[config.mk]
export PLATFORM = sky130hd
export DESIGN_NAME = uart
export DESIGN_NICKNAME = d
export VERILOG_FILES = /design/src/hdl/uart_pkg.sv /design/src/hdl/uart.sv /design/src/hdl/u_rec.sv /design/src/hdl/u_xmit.sv /design/src/hdl/uart_baud_gen.sv
export SDC_FILE = /design/constraint.sdc
export NUM_CORES = 1
export LEC_CHECK = 0
export BUFFER_PORTS_ARGS = -buffer_cell sky130_fd_sc_hd__buf_2
export CORE_AREA = 8 8 89 91
export CTS_CLUSTER_DIAMETER = 40
export DETAILED_ROUTE_END_ITERATION = 8
export DIE_AREA = 0 0 97 99
export PLACE_DENSITY = 0.62
export SLEW_MARGIN = 15
export SYNTH_ARGS = -nofsm -noshare
export SYNTH_HDL_FRONTEND = slang
export SYNTH_SLANG_ARGS = --single-unit
[constraint.sdc]
create_clock -name sys_clk -period 2.4 [get_ports sys_clk]
set_input_delay 0.48 -clock sys_clk [delete_from_list [all_inputs] [get_ports sys_clk]]
set_output_delay 0.48 -clock sys_clk [all_outputs]
set_load 0.03 [all_outputs]
[src/hdl/uart_pkg.sv]
`default_nettype none

package uart_pkg;

  // System clocks per baud tick.
  localparam int unsigned clks_per_tick = 4;

  // Baud ticks per bit cell.
  localparam int unsigned ticks_per_bit = 16;

  // Data bits per frame.
  localparam int unsigned word_len = 8;

  // Counter widths derived from the timing above.
  localparam int unsigned baud_cnt_w = $clog2(clks_per_tick);
  localparam int unsigned tick_cnt_w = $clog2(ticks_per_bit);
  localparam int unsigned bit_cnt_w  = $clog2(word_len);

  // Transmitter states.
  typedef enum logic [1:0] {
    x_idle,
    x_start,
    x_data,
    x_stop
  } xmit_state_t;

  // Receiver states.
  typedef enum logic [1:0] {
    r_idle,
    r_start,
    r_data,
    r_stop
  } rec_state_t;

endpackage

`default_nettype wire
[src/hdl/uart.sv]
`default_nettype none

module uart (
  input  wire        sys_clk,
  input  wire        sys_rst_l,
  input  wire        xmit,
  input  wire  [7:0] xmit_data,
  output wire        uart_xmit,
  output wire        xmit_busy,
  output wire        xmit_done,
  input  wire        uart_rec,
  output wire  [7:0] rec_data,
  output wire        rec_ready,
  output wire        frame_err
);

  wire baud_tick;

  // Shared 16x tick.
  uart_baud_gen i_baud_gen (
    .sys_clk   (sys_clk),
    .sys_rst_l (sys_rst_l),
    .baud_tick (baud_tick)
  );

  u_xmit i_xmit (
    .sys_clk   (sys_clk),
    .sys_rst_l (sys_rst_l),
    .baud_tick (baud_tick),
    .xmit      (xmit),
    .xmit_data (xmit_data),
    .uart_xmit (uart_xmit),
    .xmit_busy (xmit_busy),
    .xmit_done (xmit_done)
  );

  u_rec i_rec (
    .sys_clk   (sys_clk),
    .sys_rst_l (sys_rst_l),
    .baud_tick (baud_tick),
    .uart_rec  (uart_rec),
    .rec_data  (rec_data),
    .rec_ready (rec_ready),
    .frame_err (frame_err)
  );

endmodule

`default_nettype wire

[src/hdl/u_rec.sv]
`default_nettype none

module u_rec (
  input  wire        sys_clk,
  input  wire        sys_rst_l,
  input  wire        baud_tick,
  input  wire        uart_rec,
  output logic [7:0] rec_data,
  output logic       rec_ready,
  output logic       frame_err
);

  uart_pkg::rec_state_t state;
  uart_pkg::rec_state_t next_state;

  logic rx_meta;
  logic rx_s;

  logic [uart_pkg::tick_cnt_w-1:0] tick_cnt;
  logic [uart_pkg::bit_cnt_w-1:0]  bit_cnt;
  logic [7:0]                      shift_reg;

  logic cell_end;
  logic start_mid;
  logic last_bit;
  logic cnt_clr;
  logic shift_in;
  logic bit_ena;
  logic ready_in;
  logic err_in;

  // Two-flop synchronizer; idles high like the line.
  always_ff @(posedge sys_clk or negedge sys_rst_l) begin
    if (!sys_rst_l) begin
      rx_meta <= 1'b1;
      rx_s    <= 1'b1;
    end else begin
      rx_meta <= uart_rec;
      rx_s    <= rx_meta;
    end
  end

  assign cell_end  = baud_tick &&
                     (tick_cnt == uart_pkg::tick_cnt_w'(uart_pkg::ticks_per_bit - 1));
  assign start_mid = baud_tick &&
                     (tick_cnt == uart_pkg::tick_cnt_w'(uart_pkg::ticks_per_bit / 2 - 1));
  assign last_bit  = (bit_cnt == uart_pkg::bit_cnt_w'(uart_pkg::word_len - 1));

  always_ff @(posedge sys_clk or negedge sys_rst_l) begin
    if (!sys_rst_l) begin
      state <= uart_pkg::r_idle;
    end else begin
      state <= next_state;
    end
  end

  always_comb begin
    next_state = state;
    cnt_clr    = 1'b0;
    shift_in   = 1'b0;
    bit_ena    = 1'b0;
    ready_in   = 1'b0;
    err_in     = 1'b0;
    case (state)
      uart_pkg::r_idle: begin
        cnt_clr = 1'b1;
        if (!rx_s) begin
          next_state = uart_pkg::r_start;
        end
      end
      uart_pkg::r_start: begin
        // Line back high before mid-bit is a glitch.
        if (baud_tick && rx_s) begin
          next_state = uart_pkg::r_idle;
        end else if (start_mid) begin
          next_state = uart_pkg::r_data;
          cnt_clr    = 1'b1;
        end
      end
      uart_pkg::r_data: begin
        if (cell_end) begin
          shift_in = 1'b1;
          if (last_bit) begin
            next_state = uart_pkg::r_stop;
          end else begin
            bit_ena = 1'b1;
          end
        end
      end
      uart_pkg::r_stop: begin
        if (cell_end) begin
          next_state = uart_pkg::r_idle;
          ready_in   = rx_s;
          err_in     = !rx_s;
        end
      end
      default: begin
        next_state = uart_pkg::r_idle;
      end
    endcase
  end

  // Tick counter keeps samples at mid-bit.
  always_ff @(posedge sys_clk or negedge sys_rst_l) begin
    if (!sys_rst_l) begin
      tick_cnt <= '0;
    end else if (cnt_clr || cell_end) begin
      tick_cnt <= '0;
    end else if (baud_tick) begin
      tick_cnt <= tick_cnt + 1'b1;
    end
  end

  always_ff @(posedge sys_clk or negedge sys_rst_l) begin
    if (!sys_rst_l) begin
      bit_cnt <= '0;
    end else if (state == uart_pkg::r_idle) begin
      bit_cnt <= '0;
    end else if (bit_ena) begin
      bit_cnt <= bit_cnt + 1'b1;
    end
  end

  // First bit ends up in bit 0.
  always_ff @(posedge sys_clk) begin
    if (shift_in) begin
      shift_reg <= {rx_s, shift_reg[7:1]};
    end
  end

  always_ff @(posedge sys_clk or negedge sys_rst_l) begin
    if (!sys_rst_l) begin
      rec_data  <= '0;
      rec_ready <= 1'b0;
      frame_err <= 1'b0;
    end else begin
      rec_ready <= ready_in;
      frame_err <= err_in;
      if (ready_in) begin
        rec_data <= shift_reg;
      end
    end
  end

endmodule

`default_nettype wire

[src/hdl/u_xmit.sv]
`default_nettype none

module u_xmit (
  input  wire        sys_clk,
  input  wire        sys_rst_l,
  input  wire        baud_tick,
  input  wire        xmit,
  input  wire  [7:0] xmit_data,
  output logic       uart_xmit,
  output logic       xmit_busy,
  output logic       xmit_done
);

  uart_pkg::xmit_state_t state;
  uart_pkg::xmit_state_t next_state;

  logic [uart_pkg::tick_cnt_w-1:0] tick_cnt;
  logic [uart_pkg::bit_cnt_w-1:0]  bit_cnt;
  logic [7:0]                      shift_reg;

  logic cell_end;
  logic last_bit;
  logic cnt_clr;
  logic load_shift;
  logic shift_ena;
  logic bit_ena;
  logic done_in;

  assign cell_end = baud_tick &&
                    (tick_cnt == uart_pkg::tick_cnt_w'(uart_pkg::ticks_per_bit - 1));
  assign last_bit = (bit_cnt == uart_pkg::bit_cnt_w'(uart_pkg::word_len - 1));

  assign xmit_busy = (state != uart_pkg::x_idle);

  // Line level follows the state.
  always_comb begin
    case (state)
      uart_pkg::x_start: uart_xmit = 1'b0;
      uart_pkg::x_data:  uart_xmit = shift_reg[0];
      default:           uart_xmit = 1'b1;
    endcase
  end

  always_ff @(posedge sys_clk or negedge sys_rst_l) begin
    if (!sys_rst_l) begin
      state <= uart_pkg::x_idle;
    end else begin
      state <= next_state;
    end
  end

  always_comb begin
    next_state = state;
    cnt_clr    = 1'b0;
    load_shift = 1'b0;
    shift_ena  = 1'b0;
    bit_ena    = 1'b0;
    done_in    = 1'b0;
    case (state)
      uart_pkg::x_idle: begin
        cnt_clr = 1'b1;
        // Requests are taken only here.
        if (xmit) begin
          next_state = uart_pkg::x_start;
          load_shift = 1'b1;
        end
      end
      uart_pkg::x_start: begin
        if (cell_end) begin
          next_state = uart_pkg::x_data;
        end
      end
      uart_pkg::x_data: begin
        if (cell_end) begin
          if (last_bit) begin
            next_state = uart_pkg::x_stop;
          end else begin
            shift_ena = 1'b1;
            bit_ena   = 1'b1;
          end
        end
      end
      uart_pkg::x_stop: begin
        if (cell_end) begin
          next_state = uart_pkg::x_idle;
          done_in    = 1'b1;
        end
      end
      default: begin
        next_state = uart_pkg::x_idle;
      end
    endcase
  end

  // Bit-cell counter, advanced by baud ticks.
  always_ff @(posedge sys_clk or negedge sys_rst_l) begin
    if (!sys_rst_l) begin
      tick_cnt <= '0;
    end else if (cnt_clr || cell_end) begin
      tick_cnt <= '0;
    end else if (baud_tick) begin
      tick_cnt <= tick_cnt + 1'b1;
    end
  end

  always_ff @(posedge sys_clk or negedge sys_rst_l) begin
    if (!sys_rst_l) begin
      bit_cnt <= '0;
    end else if (cnt_clr) begin
      bit_cnt <= '0;
    end else if (bit_ena) begin
      bit_cnt <= bit_cnt + 1'b1;
    end
  end

  // LSB goes out first.
  always_ff @(posedge sys_clk) begin
    if (load_shift) begin
      shift_reg <= xmit_data;
    end else if (shift_ena) begin
      shift_reg <= {1'b1, shift_reg[7:1]};
    end
  end

  always_ff @(posedge sys_clk or negedge sys_rst_l) begin
    if (!sys_rst_l) begin
      xmit_done <= 1'b0;
    end else begin
      xmit_done <= done_in;
    end
  end

endmodule

`default_nettype wire

[src/hdl/uart_baud_gen.sv]
`default_nettype none

module uart_baud_gen (
  input  wire  sys_clk,
  input  wire  sys_rst_l,
  output logic baud_tick
);

  logic [uart_pkg::baud_cnt_w-1:0] div_cnt;
  logic                            div_wrap;

  assign div_wrap = (div_cnt == uart_pkg::baud_cnt_w'(uart_pkg::clks_per_tick - 1));

  // Free-running divider.
  always_ff @(posedge sys_clk or negedge sys_rst_l) begin
    if (!sys_rst_l) begin
      div_cnt <= '0;
    end else if (div_wrap) begin
      div_cnt <= '0;
    end else begin
      div_cnt <= div_cnt + 1'b1;
    end
  end

  // One-cycle tick on each wrap.
  always_ff @(posedge sys_clk or negedge sys_rst_l) begin
    if (!sys_rst_l) begin
      baud_tick <= 1'b0;
    end else begin
      baud_tick <= div_wrap;
    end
  end

endmodule

`default_nettype wire

==> results.txt, run 1 <==
status: finished, final reports clean
post-CTS setup buffer count: 0
peak supply drop: 0.000414 V
global-route wire length before repair: 6630 um
via count: 1390
clk sinks: 50
Worst Setup End Kind: flip-flop
clock-pin slew on the worst setup and hold paths: 0.10 ns
die width: 97 um
number of enable flip-flop cells after synthesis: 16
GRT Total Usage: 8.30%
Fill cells: 623
Tightest Pin Transition: 1.08 ns
Critical-path top delay cell: o21ai_0
average footprint of a synthesized cell: 13.0 um^2
PortBufs: 24
Worst R2R Path Depth: 4
H-tree depth: 2
combinational share of power: 23.7%
CP Launch Type: flip-flop
worst r2r src: i_xmit.bit_cnt[0]
post-synthesis mux area share: 8.71%
CP Max Fanout: 8
row cnt: 30
hold_buf cts: 0
Vias/cell: 4.93
effective utilization at floorplan: 33.9%
count leader, synth: dfrtp_1
Clock Tree Buf Depth: 2
total congestion overflow: 0
Core Box Area: 6570 um^2
Setup TNS: 0 ns
Max Clock Skew: 0.0154 ns
TritonCTS Buffers: 5
Synth Area in XOR/XNOR: 1.18%
CP cell instances: ha_1 > ha_1 > nand2b_1 > o21ai_0
simple logic cell fraction of the synthesized area: 11.7%
Post-Synthesis Cells: 171
I/O pin total: 25
clock group share of total power: 25.7%
largest net degree at the start of global routing: 35
Final nets: 224
Final Setup Violations: 0
drt pass-1 iters: 4
max frequency: 0.460 GHz
syn nets: 194
Detail Route Antenna Nets: 0
area share of the largest cell type after synthesis: 36.0%
Final Hold Fails: 0
Worst path top cell family by delay: compound AO/OA/AOI/OAI gates
Setup WS post-layout: 0.226 ns
Worst path most repeated cell: ha_1
dpl cell area: 2440 um^2
Remaining DRCs: 0
Reg power frac: 50.6%
top post-synthesis cells by count: 32 x dfrtp_1, 16 x edfxtp_1, 16 x nand2_1, 15 x mux2_2, 11 x ha_1
main combinational cell family by area after synthesis: simple AND/OR/NAND/NOR gates
# diodes: 0
RSZ-0062 raised after global routing: no
Slew Viols, Final: 0
Hold Path Class: in -> async
MaxCap Viol Count: 0
Cell Count, Final, Fillers Out: 282
max_slew headroom: 27.6%
share of post-route cells with drive strength above 1: 29.7%
cell area after layout: 2540 um^2
min Tclk post-route: 2.17 ns
fin crit share: 90.6%
Synth async-reset ratio: 68.0%
DIE HEIGHT: 99 um
Crit path buffers/inverters: 0
post-synth top area cell: dfrtp_1
DIE AREA: 9600 um^2
CP Class: reg -> reg
Area Growth Syn to Fin: 14.0%
internal power: 0.00139 W
number of synthesized register bits: 50
vias in the first global route: 1425
Sw Share: 31.0%
Net Switching: 0.000625 W
total power per unit cell area: 793 nW/um^2
slowest cell delay on critical path: 0.85 ns
Final Wtd Congestion: 0.731
Worst-Skew Late Latency: 0.31 ns
r2r endpoint: i_xmit.shift_reg[7]
leakage power: 1.14 nW
Critical Path RT: 2.34 ns
Netlist Area Pre-Place: 2230 um^2
CTS tree: done
initial DRC count: 53
synth top area cells: dfrtp_1 36%, edfxtp_1 22%, mux2_2 7.6%
Arr. time, crit path: 2.11 ns
Synth Area in Adders: 6.18%
register area share after synthesis: 59.9%
Netlist cell types: 42
Synth warnings: 0
FF-to-FF setup slack: 0.23 ns
final WL: 3810 um
pre-CTS WS: 0.192 ns
Synth Area in Compound Gates: 9.49%
initial antenna violation count: 0
wire length per cell: 13.5 um
top_reg_cell synth: dfrtp_1
Post-CTS Resized: 0
post-DP HPWL: 2660 um
Finished Core Util: 38.6%
cell total after placement: 274
Root Buffer: clkbuf_8
==> cell families (layout without fill, tap and decap cells) <==
| group | after synthesis | after routing |
|---|---|---|
| AOI/OAI and AO/OA | 31 | 31 |
| muxes | 17 | 17 |
| xor gates and xnor gates | 3 | 3 |
| buffers and inverters | 13 | 44 |
| adders and majority gates | 11 | 11 |
| and+or+nand+nor | 46 | 46 |
| DFF | 50 | 50 |
==> through the flow <==
stage                     power (W)  hold WS, ns
after floorplan             0.00137        0.184
after global placement      0.00150        0.354
after detailed placement    0.00152        0.355
after CTS                   0.00204        0.260
after global routing        0.00214        0.254
final                       0.00201        0.241
==> power by group through the flow <==
stage	clock, W	sequential [W]	combinational [W]
2_1_floorplan	0	0.00102	0.000353
3_3_place_gp	0	0.00103	0.000472
3_5_place_dp	0	0.00104	0.000481
4_1_cts	0.000535	0.00102	0.000484
5_1_grt	0.000565	0.00103	0.000543
6_report	0.000517	0.00102	0.000478
==> area by class of cell <==
class / count / area [um^2] / area share [%]
Sequential cell: 50 / 1330 / 52.5
Multi-Input combinational cell: 108 / 830 / 32.7
Tap cell: 80 / 100 / 3.94
Timing Repair Buffer: 28 / 150 / 5.91
Inverter: 8 / 30.0 / 1.18
Clock inverter: 3 / 26.3 / 1.03
Clock buffer: 5 / 68.8 / 2.71
==> layer usage <==
| layer | wire, um | track usage [%] | up-vias |
|---|---|---|---|
| met5 | 0 | 0 | - |
| li1 | - | - | 685 |
| met1 | 1760 | 9.84 | 685 |
| met3 | 116 | 2.24 | 4 |
| met4 | 52 | 4.14 | 0 |
| met2 | 1880 | 13.5 | 16 |
==> cell usage in the layout, fill, tap and decap left out, drive strengths merged, types with 3 or more instances in the layout <==
master and instances:
o211ai 5, nand3 3, and3 3, mux2 16, a31oi 3, nor3 4
or3 4, nor2 5, o21ai 8, inv 10, edfxtp 16, buf 28
a21oi 7, clkbuf 5, ha 11, dfrtp 32, nand2 16
==> worst max path at each step <==
stage	startpoint	end	slack (ns)	cells past startpoint
CTS	i_xmit.bit_cnt[0]	i_xmit.shift_reg[7]	0.22	4
floorplan	i_xmit.bit_cnt[0]	i_xmit.shift_reg[0]	0.41	4
finish	i_xmit.bit_cnt[0]	i_xmit.shift_reg[7]	0.23	4
global placement	i_xmit.bit_cnt[0]	i_xmit.shift_reg[1]	0.28	4
global route	i_xmit.bit_cnt[0]	i_xmit.shift_reg[7]	0.04	4
detailed placement	i_xmit.bit_cnt[0]	i_xmit.shift_reg[2]	0.19	4
Power figures use the tool's default switching activity.
==> run 2, diff against run 1 <==
--- a/config.mk
+++ b/config.mk
@@ -5,6 +5,7 @@
 export SDC_FILE = /design/constraint.sdc
 export NUM_CORES = 1
 export LEC_CHECK = 0
+export ABC_AREA = 1
 export BUFFER_PORTS_ARGS = -buffer_cell sky130_fd_sc_hd__buf_2
 export CORE_AREA = 8 8 89 91
 export CTS_CLUSTER_DIAMETER = 40
==> results.txt, run 2 <==
status: finished, final reports clean
effective utilization at floorplan: 33.9% (-0.038 points)
cell total after placement: 329 (+20%)
CP Launch Type: flip-flop
Vias/cell: 4.53 (-8.2%)
final WL: 3740 um (-1.9%)
largest net degree at the start of global routing: 35 (unchanged)
Post-Synthesis Cells: 226 (+32%)
number of enable flip-flop cells after synthesis: 16 (unchanged)
top_reg_cell synth: dfrtp_1
Post-CTS Resized: 0 (unchanged)
Critical Path RT: 1.92 ns (-0.42 ns)
clock-pin slew on the worst setup and hold paths: 0.09 ns (about the same)
Tightest Pin Transition: 0.775 ns (-0.300 ns)
syn nets: 249 (+28%)
Worst Setup End Kind: output port
average footprint of a synthesized cell: 9.84 um^2 (-24%)
combinational share of power: 25.6% (+1.9 points)
post-synth top area cell: dfrtp_1
CP Max Fanout: 5 (-3)
DIE HEIGHT: 99 um (unchanged)
vias in the first global route: 1590 (+12%)
FF-to-FF setup slack: 0.63 ns (+0.40 ns)
min Tclk post-route: 1.90 ns (-0.269 ns)
wire length per cell: 11.1 um (-18%)
Final Wtd Congestion: 0.749 (+2.4%)
Final Setup Violations: 0 (unchanged)
max frequency: 0.525 GHz (+14%)
internal power: 0.00138 W (-0.79%)
Net Switching: 0.000692 W (+11%)
I/O pin total: 25 (unchanged)
area share of the largest cell type after synthesis: 36.0% (+0.040 points)
Detail Route Antenna Nets: 0 (unchanged)
pre-CTS WS: 0.642 ns (+0.450 ns)
Critical Path Start: i_xmit.state[0]
Finished Core Util: 38.4% (-0.27 points)
Remaining DRCs: 0 (unchanged)
peak supply drop: 0.000620 V (+49%)
post-DP HPWL: 2750 um (+3.3%)
Setup TNS: 0 ns (unchanged)
Area Growth Syn to Fin: 13.3%
initial DRC count: 51 (-3.8%)
row cnt: 30 (unchanged)
DIE AREA: 9600 um^2 (unchanged)
dpl cell area: 2440 um^2 (-0.31%)
Cell Count, Final, Fillers Out: 337 (+20%)
Core Box Area: 6570 um^2 (unchanged)
number of synthesized register bits: 50 (unchanged)
Setup WS post-layout: 0.496 ns (+0.269 ns)
Slew Viols, Final: 0 (unchanged)
Hold Path Class: in -> async
r2r endpoint: i_xmit.shift_reg[0]
post-CTS setup buffer count: 0 (unchanged)
Final Hold Fails: 0 (unchanged)
leakage power: 1.28 nW (+12%)
die width: 97 um (unchanged)
initial antenna violation count: 0 (unchanged)
clk sinks: 50 (unchanged)
slowest cell delay on critical path: 0.40 ns (-0.45 ns)
total congestion overflow: 0 (unchanged)
PortBufs: 24 (unchanged)
Worst-Skew Late Latency: 0.30 ns (about the same)
# diodes: 0 (unchanged)
top post-synthesis cells by count: 79 x nand2_1, 32 x dfrtp_1, 17 x nor2_1, 16 x edfxtp_1, 16 x inv_1
Netlist cell types: 28 (-33%)
hold_buf cts: 0 (unchanged)
MaxCap Viol Count: 0 (unchanged)
via count: 1525 (+9.7%)
Fill cells: 667 (+7.1%)
most common cell after layout, fill and taps aside: nand2_1
CTS tree: done
Worst path top cell family by delay: flip-flops
clock group share of total power: 22.6% (-3.1 points)
Clock Tree Buf Depth: 2 (unchanged)
GRT Total Usage: 8.52% (+0.21 points)
Synth async-reset ratio: 68.0% (unchanged)
share of post-route cells with drive strength above 1: 18.7% (-11 points)
RSZ-0062 raised after global routing: no
Netlist Area Pre-Place: 2220 um^2 (-0.11%)
Reg power frac: 51.8% (+1.2 points)
Arr. time, crit path: 1.42 ns (-0.69 ns)
Sw Share: 33.4% (+2.4 points)
Final nets: 279 (+25%)
fin crit share: 79.4% (-11 points)
Worst R2R Path Depth: 5 (+1)
Critical-path top delay cell: dfrtp_1
CP Class: reg -> out
total power per unit cell area: 821 nW/um^2 (+3.5%)
register area share after synthesis: 60.0% (+0.067 points)
worst r2r src: i_xmit.bit_cnt[0]
drt pass-1 iters: 4 (unchanged)
cell area after layout: 2520 um^2 (-0.69%)
Crit path buffers/inverters: 2 (+2)
CP cell instances: inv_1 > ha_1 > o21ai_0 > buf_2
Root Buffer: clkbuf_8
synth top area cells: dfrtp_1 36%, edfxtp_1 22%, nand2_1 13%
count leader, synth: nand2_1
Max Clock Skew: 0.00337 ns (-0.0120 ns)
max_slew headroom: 48.3% (+21 points)
most frequent cells in the layout: 79 x nand2_1, 32 x dfrtp_1, 24 x buf_2
global-route wire length before repair: 6960 um (+4.9%)
H-tree depth: 2 (unchanged)
TritonCTS Buffers: 5 (unchanged)
Synth warnings: 0 (unchanged)
[run 2: changes by cell type after synthesis, moves of 3 or more]
cell      change
nor2_1       +12
or3_1         -3
inv_1         +8
nand3_1       +8
nand2_1      +63
a31oi_1       -3
o211ai_1      -5
and3_1        -3
o21ai_0       -4
mux2_2       -15
nor2_2        +3
[run 2: through the flow]
step	hold slack (ns)	power [W]
final	0.254	0.00207
after global placement	0.347	0.00162
after detailed placement	0.352	0.00163
after floorplan	0.184	0.00149
after CTS	0.264	0.00211
after global routing	0.263	0.00224
[run 2: power by group through the flow]
stage | Sequential, W | Clock, W | Combinational, W
final | 0.00107 | 0.000468 | 0.000530
after detailed placement | 0.00109 | 0 | 0.000539
after global routing | 0.00109 | 0.000525 | 0.000629
after global placement | 0.00109 | 0 | 0.000530
after floorplan | 0.00106 | 0 | 0.000432
after CTS | 0.00107 | 0.000493 | 0.000539
[run 2: how the worst max path moves through the flow]
stage                          endpoint  slack (ns)  cells past startpoint
floorplan            i_rec.shift_reg[0]        0.55                      5
global placement    i_xmit.shift_reg[4]        0.69                      5
detailed placement  i_xmit.shift_reg[4]        0.64                      5
CTS                           uart_xmit        0.47                      4
global route                  uart_xmit        0.39                      4
finish                        uart_xmit        0.50                      4
[run 2: final cells by class]
type                       instances  area (um^2)  share of cell area (%)
timing repair buffer              25          128                    5.06
inverter                          21         87.6                    3.47
clock inverter                     3         16.3                   0.645
clock buffer                       5         68.8                    2.73
multi-input combinational        153          787                    31.2
sequential                        50         1330                    52.9
tap                               80          100                    3.97
[run 2: layer usage]
layer	up-vias	wire [um]	global-route usage [%]
met5	-	0	0
met4	0	32	2.49
met2	26	1640	13.9
met3	3	191	3.15
li1	786	-	-
met1	710	1870	10.2
[run 2: logic make-up after synthesis]
family / share of synthesized area, %
buffers and inverters: 4.67
AOI/OAI and AO/OA: 3.43
adders and majority gates: 6.19
DFF: 60.0
and+or+nand+nor: 24.6
xor gates and xnor gates: 1.18
==> run 3, diff against run 2 <==
--- a/config.mk
+++ b/config.mk
@@ -11,7 +11,7 @@
 export CTS_CLUSTER_DIAMETER = 40
 export DETAILED_ROUTE_END_ITERATION = 8
 export DIE_AREA = 0 0 97 99
-export PLACE_DENSITY = 0.62
+export PLACE_DENSITY = 0.63
 export SLEW_MARGIN = 15
 export SYNTH_ARGS = -nofsm -noshare
 export SYNTH_HDL_FRONTEND = slang
==> constraint.sdc (replaced) <==
create_clock -name sys_clk -period 1.54 [get_ports sys_clk]
set_input_delay 0.308 -clock sys_clk [delete_from_list [all_inputs] [get_ports sys_clk]]
set_output_delay 0.308 -clock sys_clk [all_outputs]
set_load 0.03 [all_outputs]
==> results.txt, run 3 (synthesis results as in run 2) <==
H-tree depth: 2 (unchanged)
wire length per cell: 11.9 um (+7.2%)
min Tclk post-route: 1.60 ns
Max Clock Skew: 0.00356 ns (+0.000188 ns)
global-route wire length before repair: 7410 um (+6.5%)
Final Wtd Congestion: 0.787 (+5.1%)
max frequency: 0.627 GHz
row cnt: 30 (unchanged)
Clock Tree Buf Depth: 2 (unchanged)
I/O pin total: 25 (unchanged)
DIE HEIGHT: 99 um (unchanged)
max_slew headroom: 71.3% (+23 points)
most frequent cells in the layout: 73 x nand2_1, 30 x dfrtp_1, 22 x buf_2, 22 x buf_4
MaxCap Viol Count: 0 (unchanged)
Vias/cell: 4.54 (+0.33%)
failing checks: negative setup slack
Finished Core Util: 44.3% (+5.9 points)
Critical Path RT: 1.23 ns (-0.69 ns)
FF-to-FF setup slack: 0.08 ns (-0.55 ns)
Final Hold Fails: 0 (unchanged)
Critical Path Sink: xmit_busy
drt pass-1 iters: 4 (unchanged)
fin crit share: 104%
Arr. time, crit path: 1.29 ns (-0.13 ns)
share of post-route cells with drive strength above 1: 33.1% (+14 points)
Detail Route Antenna Nets: 0 (unchanged)
hold_buf cts: 0 (unchanged)
largest net degree at the start of global routing: 35 (unchanged)
peak supply drop: 0.00117 V (+88%)
Tightest Pin Transition: 0.430 ns (-0.345 ns)
Remaining DRCs: 0 (unchanged)
CTS tree: done
Final nets: 303 (+8.6%)
CP Class: reg -> out
status: finished, violations left
DIE AREA: 9600 um^2 (unchanged)
RSZ-0062 raised after global routing: yes
Fill cells: 596 (-11%)
Area Growth Syn to Fin: 30.7%
Worst-Skew Late Latency: 0.30 ns (about the same)
Hold Slack: 0.00945 ns (-0.245 ns)
initial DRC count: 47 (-7.8%)
# diodes: 0 (unchanged)
Slew Viols, Final: 0 (unchanged)
Worst Setup End Kind: output port
initial antenna violation count: 0 (unchanged)
post-DP HPWL: 2820 um (+2.5%)
CP Launch Type: flip-flop
Core Box Area: 6570 um^2 (unchanged)
leakage power: 1.44 nW (+12%)
via count: 1639 (+7.5%)
die width: 97 um (unchanged)
clock-pin slew on the worst setup and hold paths: 0.09 ns (about the same)
effective utilization at floorplan: 33.9% (unchanged)
Setup WS post-layout: -0.0558 ns (-0.551 ns)
Power, Total: 0.00422 W (+100%)
worst r2r src: i_xmit.bit_cnt[0]
Root Buffer: clkbuf_8
PortBufs: 24 (unchanged)
r2r endpoint: i_xmit.bit_cnt[0]
clk sinks: 50 (unchanged)
Final Setup Violations: 2 (+2)
Cell Count, Final, Fillers Out: 361 (+7.1%)
total congestion overflow: 0 (unchanged)
Critical Path Start: i_xmit.state[0]
total power per unit cell area: 1450 nW/um^2 (+77%)
vias in the first global route: 1660 (+4.4%)
TritonCTS Buffers: 5 (unchanged)
Worst R2R Path Depth: 7 (+2)
cell total after placement: 339 (+3.0%)
GRT Total Usage: 9.26% (+0.74 points)
most common cell after layout, fill and taps aside: nand2_1
final WL: 4290 um (+15%)
Hold Path Class: in -> async
CP Max Fanout: 4 (-1)
## run 3: changes by cell type in the layout (fill, tap and decap cells not counted), sizes merged
cell,change
bufinv,+2
nand3,+1
clkinvlp,-1
clkinv,-3
clkbuf,+1
buf,+23
inv,+1
## run 3: worst max-delay path, cell delays in order (launching register included)
cell and delay, ns:
dfrtp_1 0.40, inv_2 0.07, buf_4 0.14, ha_4 0.17, inv_4 0.07, buf_6 0.13
## run 3: layout make-up
class	count	area, um^2	share of cell area (%)
Timing Repair Buffer	48	329	11.3
Sequential cell	50	1340	46.0
Clock buffer	6	82.6	2.84
Tap cell	80	100	3.44
Clock inverter	2	60.1	2.07
Multi-Input combinational cell	154	908	31.2
Inverter	21	91.3	3.14
## run 3: power by group
group	leakage, nW	switching, W	internal, W
Sequential	0.595	0.000131	0.00155
Clock	0.0714	0.000445	0.000693
Combinational	0.771	0.000738	0.000658
## run 3: worst min path at each step
stage | end | slack [ns] | cells past startpoint
4_1_cts | i_rec.bit_cnt[2] | 0.03 | 2
3_3_place_gp | i_rec.rx_s | 0.36 | 0
3_5_place_dp | i_rec.rx_s | 0.36 | 0
5_1_grt | i_rec.bit_cnt[2] | 0.06 | 2
2_1_floorplan | async pin | 0.01 | 0
6_report | i_rec.bit_cnt[2] | 0.009 | 2
## run 3: repair_timing
item	in CTS	in global routing
gates resized for setup	16	17
pin swaps	2	7
endpoints found under the setup margin	2	34
buffers inserted	2	11
cloned	0	1
## run 3: metal layers
layer	part of all wire (%)	global-route usage [%]
met5	0	0
met4	1.2	3.91
met3	5.7	3.43
met2	46	14.7
met1	47	11.0
## run 3: stage by stage
step	TNS (ns)	cell area (um^2)	setup WS (ns)
after floorplan	0	2240	0.0257
after global placement	0	2540	0.0503
after detailed placement	0	2540	0.0315
after CTS	-0.0708	2760	-0.0708
after global routing	-0.205	2910	-0.0925
final	-0.107	2910	-0.0558
